## src/hdl/exc_pkg.sv

```systemverilog
// exception front end shared definitions
// vector selection, jump kinds, controller reason state and
// debug stop register bit positions

package exc_pkg;

  ////////////////////
  // widths and spacing
  ////////////////////

  localparam int ADDR_W = 32;                       // pc / vector address width

  // byte distance between two neighbouring exception vectors
  localparam logic [ADDR_W-1:0] VEC_STRIDE = 32'd4;

  // debug stop register, 2 bits
  localparam int DSR_IIE  = 0;                      // illegal insn goes to debug
  localparam int DSR_INTE = 1;                      // interrupt goes to debug

  ////////////////////
  // enums
  ////////////////////

  typedef enum logic [1:0] {
    EXC_VEC_NONE    = 2'd0,                         // no redirect
    EXC_VEC_IRQ     = 2'd1,                         // maskable irq handler
    EXC_VEC_IRQ_NM  = 2'd2,                         // non-maskable irq handler
    EXC_VEC_ILLINSN = 2'd3                          // illegal insn handler
  } exc_vec_e;

  typedef enum logic [1:0] {
    JUMP_NONE = 2'd0,
    JUMP_JAL  = 2'd1,
    JUMP_JALR = 2'd2,
    JUMP_COND = 2'd3                                // conditional branch
  } jump_e;

  // controller reason, also the registered deferral state
  typedef enum logic [1:0] {
    EXC_NONE,
    EXC_IR,
    EXC_IR_DEFERRED,
    EXC_ILLEGAL
  } exc_reason_e;

endpackage

```

## src/hdl/exc_ctrl_if.sv

```systemverilog
// exception request bus from controller to pc unit
// one-cycle request, always accepted, no handshake back

`timescale 1ns/1ns

interface exc_ctrl_if;

  logic                exc_pc_sel;                  // redirect fetch this cycle
  exc_pkg::exc_vec_e   exc_vec;                     // which handler
  logic                save_pc_if;                  // capture if-stage pc as epc
  logic                save_pc_id;                  // capture id-stage pc as epc

  // controller side
  modport ctrl (
    output exc_pc_sel,
    output exc_vec,
    output save_pc_if,
    output save_pc_id
  );

  // pc unit side
  modport pcu (
    input  exc_pc_sel,
    input  exc_vec,
    input  save_pc_if,
    input  save_pc_id
  );

endinterface

```

## src/hdl/exc_controller.sv

```systemverilog
// exception controller
// ranks illegal insn, interrupts and a stray return from exception,
// defers an irq behind an in-flight jump, blocks nesting and hands
// the event to the debug unit when the dsr asks for it

`timescale 1ns/1ns

module exc_controller (
  input  logic              clk,
  input  logic              rst_n,

  input  logic              fetch_enable_i,         // core allowed to fetch

  // interrupts, already synchronized
  input  logic              irq_i,
  input  logic              irq_nm_i,
  input  logic              irq_enable_i,           // global enable
  output logic              irq_present_o,          // wake-up hint

  // pipeline status
  input  logic              illegal_insn_i,         // illegal insn in id
  input  logic              trap_insn_i,            // trap insn in id
  input  logic              clear_isr_running_i,    // return from exception
  input  logic              stall_id_i,
  input  exc_pkg::jump_e    jump_in_id_i,
  input  exc_pkg::jump_e    jump_in_ex_i,
  output logic              exc_pipe_flush_o,       // flush and sleep

  // debug unit
  input  logic              dbg_flush_pipe_i,       // halt request
  input  logic              dbg_st_en_i,            // single step
  input  logic [1:0]        dbg_dsr_i,              // debug stop register
  output logic              trap_hit_o,

  exc_ctrl_if.ctrl          exc_o                   // request to pc unit
);

  exc_pkg::exc_reason_e exc_reason;                 // decoded, after override
  exc_pkg::exc_reason_e exc_reason_d, exc_reason_q; // deferral state

  logic exc_running_d, exc_running_q;               // inside a handler
  logic new_instr_id_q;                             // id insn arrived last cycle

  logic              exc_pc_sel;
  exc_pkg::exc_vec_e exc_vec;
  logic              save_pc_if;
  logic              save_pc_id;

  logic              jump_defer;                    // irq must wait one cycle
  exc_pkg::exc_vec_e irq_vec;                       // nm beats normal irq

  ////////////////////
  // decoder
  ////////////////////

  assign irq_present_o = (irq_i || irq_nm_i) && irq_enable_i;

  // debug trap sources, nesting only matters for the irq case
  assign trap_hit_o = trap_insn_i || dbg_flush_pipe_i || dbg_st_en_i
                    || (illegal_insn_i && dbg_dsr_i[exc_pkg::DSR_IIE])
                    || (irq_present_o && dbg_dsr_i[exc_pkg::DSR_INTE] && !exc_running_q);

  always_comb
  begin
    exc_reason       = exc_pkg::EXC_NONE;
    exc_pipe_flush_o = 1'b0;

    if (illegal_insn_i)
    begin
      // dsr may steal it for the debugger
      if (!dbg_dsr_i[exc_pkg::DSR_IIE] && !exc_running_q)
        exc_reason = exc_pkg::EXC_ILLEGAL;
    end
    else if (irq_present_o && !exc_running_q)
    begin
      if (!dbg_dsr_i[exc_pkg::DSR_INTE])
        exc_reason = exc_pkg::EXC_IR;
    end
    else if (clear_isr_running_i)
    begin
      if (!exc_running_q)
        exc_reason = exc_pkg::EXC_ILLEGAL;          // return with nothing to return from
      else if (!fetch_enable_i)
        exc_pipe_flush_o = 1'b1;                    // leave handler and go to sleep
    end

    // a pending deferral wins over whatever is decoded now
    if (exc_reason_q != exc_pkg::EXC_NONE)
      exc_reason = exc_reason_q;
  end

  ////////////////////
  // request generation
  ////////////////////

  // jal/jalr still resolving in id, or a branch deciding in ex
  assign jump_defer = (((jump_in_id_i == exc_pkg::JUMP_JAL)
                     || (jump_in_id_i == exc_pkg::JUMP_JALR)) && !new_instr_id_q)
                    || (jump_in_ex_i == exc_pkg::JUMP_COND);

  assign irq_vec = irq_nm_i ? exc_pkg::EXC_VEC_IRQ_NM : exc_pkg::EXC_VEC_IRQ;

  always_comb
  begin
    exc_pc_sel    = 1'b0;
    exc_vec       = exc_pkg::EXC_VEC_NONE;
    save_pc_if    = 1'b0;
    save_pc_id    = 1'b0;
    exc_reason_d  = exc_pkg::EXC_NONE;
    exc_running_d = exc_running_q;

    // leaving the handler
    if (clear_isr_running_i && exc_running_q)
      exc_running_d = 1'b0;

    case (exc_reason)
      exc_pkg::EXC_IR:
      begin
        if (jump_defer)
        begin
          if (!stall_id_i)
            exc_reason_d = exc_pkg::EXC_IR_DEFERRED;  // go next cycle
        end
        else
        begin
          exc_pc_sel    = 1'b1;
          exc_vec       = irq_vec;
          exc_running_d = 1'b1;
          save_pc_id    = (jump_in_id_i != exc_pkg::JUMP_NONE);  // jump in id not done yet
          save_pc_if    = (jump_in_id_i == exc_pkg::JUMP_NONE);
        end
      end
      exc_pkg::EXC_IR_DEFERRED:
      begin
        // irq may have dropped meanwhile, normal vector then
        exc_pc_sel    = 1'b1;
        exc_vec       = irq_vec;
        exc_running_d = 1'b1;
        save_pc_id    = (jump_in_id_i != exc_pkg::JUMP_NONE);
        save_pc_if    = (jump_in_id_i == exc_pkg::JUMP_NONE);
      end
      exc_pkg::EXC_ILLEGAL:
      begin
        exc_pc_sel    = 1'b1;
        exc_vec       = exc_pkg::EXC_VEC_ILLINSN;
        exc_running_d = 1'b1;
        save_pc_id    = 1'b1;                       // faulting insn sits in id
      end
      default:
      begin
        exc_reason_d = exc_pkg::EXC_NONE;           // nothing to do
      end
    endcase
  end

  assign exc_o.exc_pc_sel = exc_pc_sel;
  assign exc_o.exc_vec    = exc_vec;
  assign exc_o.save_pc_if = save_pc_if;
  assign exc_o.save_pc_id = save_pc_id;

  ////////////////////
  // state
  ////////////////////

  always_ff @(posedge clk, negedge rst_n)
  begin
    if (!rst_n)
    begin
      exc_running_q  <= 1'b0;
      new_instr_id_q <= 1'b0;
      exc_reason_q   <= exc_pkg::EXC_NONE;
    end
    else
    begin
      exc_running_q  <= exc_running_d;
      new_instr_id_q <= !stall_id_i;                // id moves on when not stalled
      exc_reason_q   <= exc_reason_d;
    end
  end

endmodule

```

## src/hdl/exc_pc_unit.sv

```systemverilog
// exception pc unit
// turns the vector selection into a handler address and keeps
// the epc captured from the if or id stage

`timescale 1ns/1ns

module exc_pc_unit #(
  parameter logic [exc_pkg::ADDR_W-1:0] VECTOR_BASE = 32'h0000_0100
) (
  input  logic                       clk,
  input  logic                       rst_n,
  input  logic [exc_pkg::ADDR_W-1:0] pc_if_i,       // pc of insn in if
  input  logic [exc_pkg::ADDR_W-1:0] pc_id_i,       // pc of insn in id
  exc_ctrl_if.pcu                    exc_i,
  output logic [exc_pkg::ADDR_W-1:0] exc_pc_o,      // handler address
  output logic                       exc_pc_valid_o,
  output logic [exc_pkg::ADDR_W-1:0] epc_o          // saved return pc
);

  logic [exc_pkg::ADDR_W-1:0] vec_ext;              // selection, zero extended
  logic [exc_pkg::ADDR_W-1:0] vec_offset;
  logic [exc_pkg::ADDR_W-1:0] epc_q;

  ////////////////////
  // vector address
  ////////////////////

  assign vec_ext    = {{(exc_pkg::ADDR_W-2){1'b0}}, exc_i.exc_vec};
  assign vec_offset = vec_ext * exc_pkg::VEC_STRIDE;

  // address only shown while a request is up
  always_comb
  begin
    if (exc_i.exc_pc_sel)
      exc_pc_o = VECTOR_BASE + vec_offset;
    else
      exc_pc_o = '0;
  end

  assign exc_pc_valid_o = exc_i.exc_pc_sel;         // every request is taken

  ////////////////////
  // epc
  ////////////////////

  always_ff @(posedge clk, negedge rst_n)
  begin
    if (!rst_n)
    begin
      epc_q <= '0;
    end
    else if (exc_i.save_pc_id)
    begin
      epc_q <= pc_id_i;                             // jump or illegal in id
    end
    else if (exc_i.save_pc_if)
    begin
      epc_q <= pc_if_i;
    end
  end

  assign epc_o = epc_q;

endmodule

```

## src/hdl/exc_subsys.sv

```systemverilog
// exception and interrupt front end, top level
// irq synchronizer, exception controller and exception pc unit

`timescale 1ns/1ns

module exc_subsys #(
  parameter logic [exc_pkg::ADDR_W-1:0] VECTOR_BASE = 32'h0000_0100,
  parameter int                         SYNC_STAGES = 2
) (
  input  logic                       clk,
  input  logic                       rst_n,
  input  logic                       fetch_enable_i,
  input  logic                       irq_i,         // async
  input  logic                       irq_nm_i,      // async
  input  logic                       irq_enable_i,
  input  logic                       illegal_insn_i,
  input  logic                       trap_insn_i,
  input  logic                       clear_isr_running_i,
  input  logic                       stall_id_i,
  input  logic                       dbg_flush_pipe_i,
  input  logic                       dbg_st_en_i,
  input  exc_pkg::jump_e             jump_in_id_i,
  input  exc_pkg::jump_e             jump_in_ex_i,
  input  logic [1:0]                 dbg_dsr_i,
  input  logic [exc_pkg::ADDR_W-1:0] pc_if_i,
  input  logic [exc_pkg::ADDR_W-1:0] pc_id_i,
  output logic [exc_pkg::ADDR_W-1:0] exc_pc_o,
  output logic                       exc_pc_valid_o,
  output logic [exc_pkg::ADDR_W-1:0] epc_o,
  output logic                       irq_present_o,
  output logic                       exc_pipe_flush_o,
  output logic                       trap_hit_o
);

  logic irq_sync;                                   // irq in clk domain
  logic irq_nm_sync;

  exc_ctrl_if exc_bus ();                           // controller to pc unit

  irq_sync #(
    .SYNC_STAGES (SYNC_STAGES)
  ) u_irq_sync (
    .clk           (clk),
    .rst_n         (rst_n),
    .irq_i         (irq_i),
    .irq_nm_i      (irq_nm_i),
    .irq_sync_o    (irq_sync),
    .irq_nm_sync_o (irq_nm_sync)
  );

  exc_controller u_exc_controller (
    .clk                 (clk),
    .rst_n               (rst_n),
    .fetch_enable_i      (fetch_enable_i),
    .irq_i               (irq_sync),
    .irq_nm_i            (irq_nm_sync),
    .irq_enable_i        (irq_enable_i),
    .irq_present_o       (irq_present_o),
    .illegal_insn_i      (illegal_insn_i),
    .trap_insn_i         (trap_insn_i),
    .clear_isr_running_i (clear_isr_running_i),
    .stall_id_i          (stall_id_i),
    .jump_in_id_i        (jump_in_id_i),
    .jump_in_ex_i        (jump_in_ex_i),
    .exc_pipe_flush_o    (exc_pipe_flush_o),
    .dbg_flush_pipe_i    (dbg_flush_pipe_i),
    .dbg_st_en_i         (dbg_st_en_i),
    .dbg_dsr_i           (dbg_dsr_i),
    .trap_hit_o          (trap_hit_o),
    .exc_o               (exc_bus.ctrl)
  );

  exc_pc_unit #(
    .VECTOR_BASE (VECTOR_BASE)
  ) u_exc_pc_unit (
    .clk            (clk),
    .rst_n          (rst_n),
    .pc_if_i        (pc_if_i),
    .pc_id_i        (pc_id_i),
    .exc_i          (exc_bus.pcu),
    .exc_pc_o       (exc_pc_o),
    .exc_pc_valid_o (exc_pc_valid_o),
    .epc_o          (epc_o)
  );

endmodule

```

## src/hdl/irq_sync.sv

```systemverilog
// interrupt line synchronizer
// flop chain of SYNC_STAGES per line (min 2), both lines share one vector

`timescale 1ns/1ns

module irq_sync #(
  parameter int SYNC_STAGES = 2                     // depth, at least 2
) (
  input  logic clk,
  input  logic rst_n,
  input  logic irq_i,                               // async, level
  input  logic irq_nm_i,                            // async, level
  output logic irq_sync_o,
  output logic irq_nm_sync_o
);

  // bit 0 carries irq, bit 1 carries irq_nm
  logic [SYNC_STAGES-1:0][1:0] stage_q;

  always_ff @(posedge clk, negedge rst_n)
  begin
    if (!rst_n)
    begin
      stage_q <= '0;
    end
    else
    begin
      // stage 0 is the only flop that sees the raw lines
      stage_q <= {stage_q[SYNC_STAGES-2:0], {irq_nm_i, irq_i}};
    end
  end

  assign irq_sync_o    = stage_q[SYNC_STAGES-1][0];   // last stage only
  assign irq_nm_sync_o = stage_q[SYNC_STAGES-1][1];

endmodule

```

## config.mk

```make
export PLATFORM = sky130hd
export DESIGN_NAME = exc_subsys
export DESIGN_NICKNAME = d
export VERILOG_FILES = /design/src/hdl/exc_pkg.sv /design/src/hdl/exc_ctrl_if.sv /design/src/hdl/exc_controller.sv /design/src/hdl/exc_pc_unit.sv /design/src/hdl/exc_subsys.sv /design/src/hdl/irq_sync.sv
export SDC_FILE = /design/constraint.sdc
export NUM_CORES = 1
export LEC_CHECK = 0
export BUFFER_PORTS_ARGS = -buffer_cell sky130_fd_sc_hd__buf_2
export CORE_MARGIN = 8
export CORE_UTILIZATION = 40
export DETAILED_ROUTE_END_ITERATION = 7
export PLACE_DENSITY_LB_ADDON = 0.3
export SETUP_SLACK_MARGIN = 0.1
export SYNTH_ARGS = -nofsm -noshare
export SYNTH_HDL_FRONTEND = slang
export SYNTH_SLANG_ARGS = --single-unit
```

## constraint.sdc

```tcl
create_clock -name clk -period 2.4 [get_ports clk]
set_clock_uncertainty 0.15 [all_clocks]
set_input_delay 0.12 -clock clk [delete_from_list [all_inputs] [get_ports clk]]
set_output_delay 0.12 -clock clk [all_outputs]
set_load 0.005 [all_outputs]
```

==> metrics.md <==
| Metric | Value |
|---|---|
| Port bufs | 120 |
| Pwr dens | 981 nW/um^2 |
| Maximum buffer depth of the clock tree | 2 |
| Area grow syn2layout | 52.6% |
| Pleak | 2.00 nW |
| Diodes inserted | 0 |
| Vias in the first global route | 2834 |
| H-Tree Depth | 2 |
| Final Cycle Share | 108% |
| Chip width | 97.6 um |
| Die Area | 9520 um^2 |
| Final Instance Count excl. Fillers | 513 |
| Cell area after layout | 4060 um^2 |
| Crit. End Element | flop |
| DRC viols | 0 |
| Grt total ovfl | 0 |
| Wirelength per Cell | 15.6 um |
| Critical Path Start Type | flop |
| Root buffer cell | clkbuf_8 |
| VDD IR max | 0.536 mV |
| First-pass GRT wire length | 13.6 mm |
| Synth Instances | 260 |
| Slew @ Worst Pin | 0.887 ns |
| Hold WC Path Type | input port to flop |
| Max-cap violations | 0 |
| Seq/Total Area, Yosys | 36.7% |
| Post-synth EDFFs | 0 |
| Initial Util | 41.7% |
| Synthesis Warnings | 0 |
| Core Box Area | 6390 um^2 |
| Crit-path max FO | 13 |
| First-pass DRT Iterations | 6 |
| CP arrival | 2.60 ns |
| WP data required | 2.42 ns |
| Fillers | 519 |
| Achievable frequency | 0.387 GHz |
| Unrepaired setup endpoints after global routing | true |
| Row cnt | 29 |
| Post-route ant nets | 0 |
| Placed Area | 3330 um^2 |
| Die height | 97.6 um |
| GP Congestion | 0.764 |
| Placed Cells | 458 |
| TritonCTS buffer count | 5 |
| Clk pin slew, worst setup/hold paths | 0.08 ns |
| All-Layer GR Usage | 16.7% |
| Violated checks | negative setup slack |
| Distinct cells, synth | 35 |
| Setup ws final | -0.182 ns |
| WL final | 7.98 mm |
| Mapped Area | 2660 um^2 |
| Final min period | 2.58 ns |
| Worst slack at placement | -0.132 ns |
| Largest net degree at the start of global routing | 40 |
| Ys async rst share | 100% |
| Avg Inst Size Synth | 10.2 um^2 |
| Worst slew margin | 40.8% |
| Via density | 4.75 |
| IO Count | 150 |
| Max Slew Vio Count | 0 |
| Clock Latency Late Sink | 0.28 ns |
| DP HPWL | 5.52 mm |
| CTS tree | built |
| Critical path class | flop to flop |
| Detailed-route via count | 2435 |
| Final setup fails | 36 |
| Initial antenna violation count | 0 |
| CTS sink cnt | 39 |
| Layout Utilization | 63.6% |
| Cell Chain, Critical Path | o21ai_2, and2_4, mux2i_1, o21bai_1, ha_2, and2b_1, and4_4, buf_12, o22ai_1, mux2_2 |
| #FFs+latches synth | 39 |
| CP bufs+invs | 1 |
| Fin nets | 522 |
| Fraction of layout cells with a size suffix above 1 | 55.0% |
| Status | finished, violations left |
| Main synth FF type | dfrtp_1 |
| Crit-path slowest cell | dfrtp_1 |
| Drt initial violations | 81 |
| Final Hold Fails | 0 |
| Crit path max-delay family | simple AND/OR/NAND/NOR gates |
| Worst stage delay on the critical path | 0.38 ns |
power breakdown:
part	switching [W]	total, W	internal (W)	leakage [nW]
clock network	0.000236	0.000572	0.000337	0.0612
logic	0.000953	0.00231	0.00136	1.47
registers	0.000149	0.00110	0.000951	0.466
synth_stat cells (all sizes together), types with 2 or more instances:
| cell | count | share of area [%] |
|---|---|---|
| inv | 9 | 1.3 |
| mux2 | 32 | 14 |
| a21o | 2 | 0.56 |
| a21oi | 2 | 0.38 |
| dfrtp | 39 | 37 |
| o311ai | 2 | 0.66 |
| nand2 | 67 | 9.4 |
| nor2 | 4 | 0.56 |
| nor3b | 2 | 0.56 |
| nand2b | 2 | 0.75 |
| and2 | 2 | 0.47 |
| clkbuf | 3 | 0.42 |
| buf | 44 | 14 |
| ha | 5 | 2.4 |
| o22ai | 32 | 15 |
through the flow:
step	setup TNS, ns	total power, W	hold slack [ns]
floorplan	-4.24	0.00238	-0.326
global placement	-2.51	0.00301	0.0794
detailed placement	-3.64	0.00307	0.0835
CTS	-3.89	0.00392	0.100
global route	-10.94	0.00428	0.113
finish	-5.17	0.00398	0.109
repair_timing:
item                                    CTS  global route
endpoints found under the setup margin   37            37
resized for setup                        13            16
pin swaps                                 7             4
gates cloned                              2             0
hold endpoints to repair                 76             0
buffers inserted                          7             2
hold buffers                             37             0
final timing paths:
check	startpoint	to	slack, ns	depth (start not counted)
max	u_irq_sync.irq_sync_o$_DFF_PN0_	u_exc_pc_unit.epc_o[9]$_DFFE_PN0P_	-0.18	10
min reg2reg	u_irq_sync.stage_q[0]$_DFF_PN0_	u_irq_sync.irq_sync_o$_DFF_PN0_	0.20	0
min in group asynchronous	rst_n	u_exc_pc_unit.epc_o[18]$_DFFE_PN0P_	0.33	2
max reg2reg	u_irq_sync.irq_sync_o$_DFF_PN0_	u_exc_pc_unit.epc_o[9]$_DFFE_PN0P_	-0.18	10
min	pc_if_i[12]	u_exc_pc_unit.epc_o[12]$_DFFE_PN0P_	0.11	4
max in group asynchronous	rst_n	u_irq_sync.stage_q[0]$_DFF_PN0_	1.19	2
logic make-up (layout without fill, tap and decap cells):
kind of cell / after synthesis / in the layout / synth area share, %
other: 1 / 29 / 0.141
muxes: 33 / 33 / 13.9
buffers and inverters: 57 / 205 / 15.5
adders and majority gates: 5 / 5 / 2.35
DFF: 39 / 39 / 36.7
and+or+nand+nor: 82 / 82 / 13.3
AOI/OAI and AO/OA: 43 / 43 / 18.1
cell type report:
class                           count  area, um^2  area share, %
Clock buffer                        6        82.6           2.03
Clock inverter                      2        35.0          0.863
Inverter                           10        41.3           1.02
Multi-Input combinational cell    192        1470           36.3
Sequential cell                    39         976           24.0
Tap cell                           77        96.3           2.37
Timing Repair Buffer              187        1360           33.4
worst min-delay path: cells and delay by family:
kind | cells | cell delay (ns)
buf+inv | 1 | 0.07
simple gates | 1 | 0.05
mux | 1 | 0.15
compound gates | 1 | 0.12
cells in the final DEF (no fill, tap or decap), types with 2 or more instances in the layout:
master,instances
buf_2,118
nand2_1,66
dfrtp_1,39
dlygate4sd3_1,37
o22ai_2,30
conb_1,29
mux2_2,27
buf_4,17
inv_1,7
buf_12,7
clkbuf_8,6
buf_6,6
mux2_4,5
nor2_1,3
clkinv_2,2
o22ai_1,2
ha_2,2
ha_4,2
sequential cells by signal (all words and copies together), names as in the netlist:
register and flops:
u_irq_sync.irq_nm_sync_o 1, u_exc_controller.exc_running_q 1, u_exc_controller.exc_reason_q 1, u_irq_sync.stage_q 2, u_exc_controller.new_instr_id_q 1, u_irq_sync.irq_sync_o 1, u_exc_pc_unit.epc_o 32
layer usage:
metal	wire (um)	track usage (%)	part of all wire, %	up-vias
met3	827	7.89	10	6
li1	-	-	-	1174
met1	3180	18.2	40	1147
met2	3920	28.6	49	108
met5	0	0	0	-
met4	53	3.96	0.66	0
(Power assumes the default switching activity.)
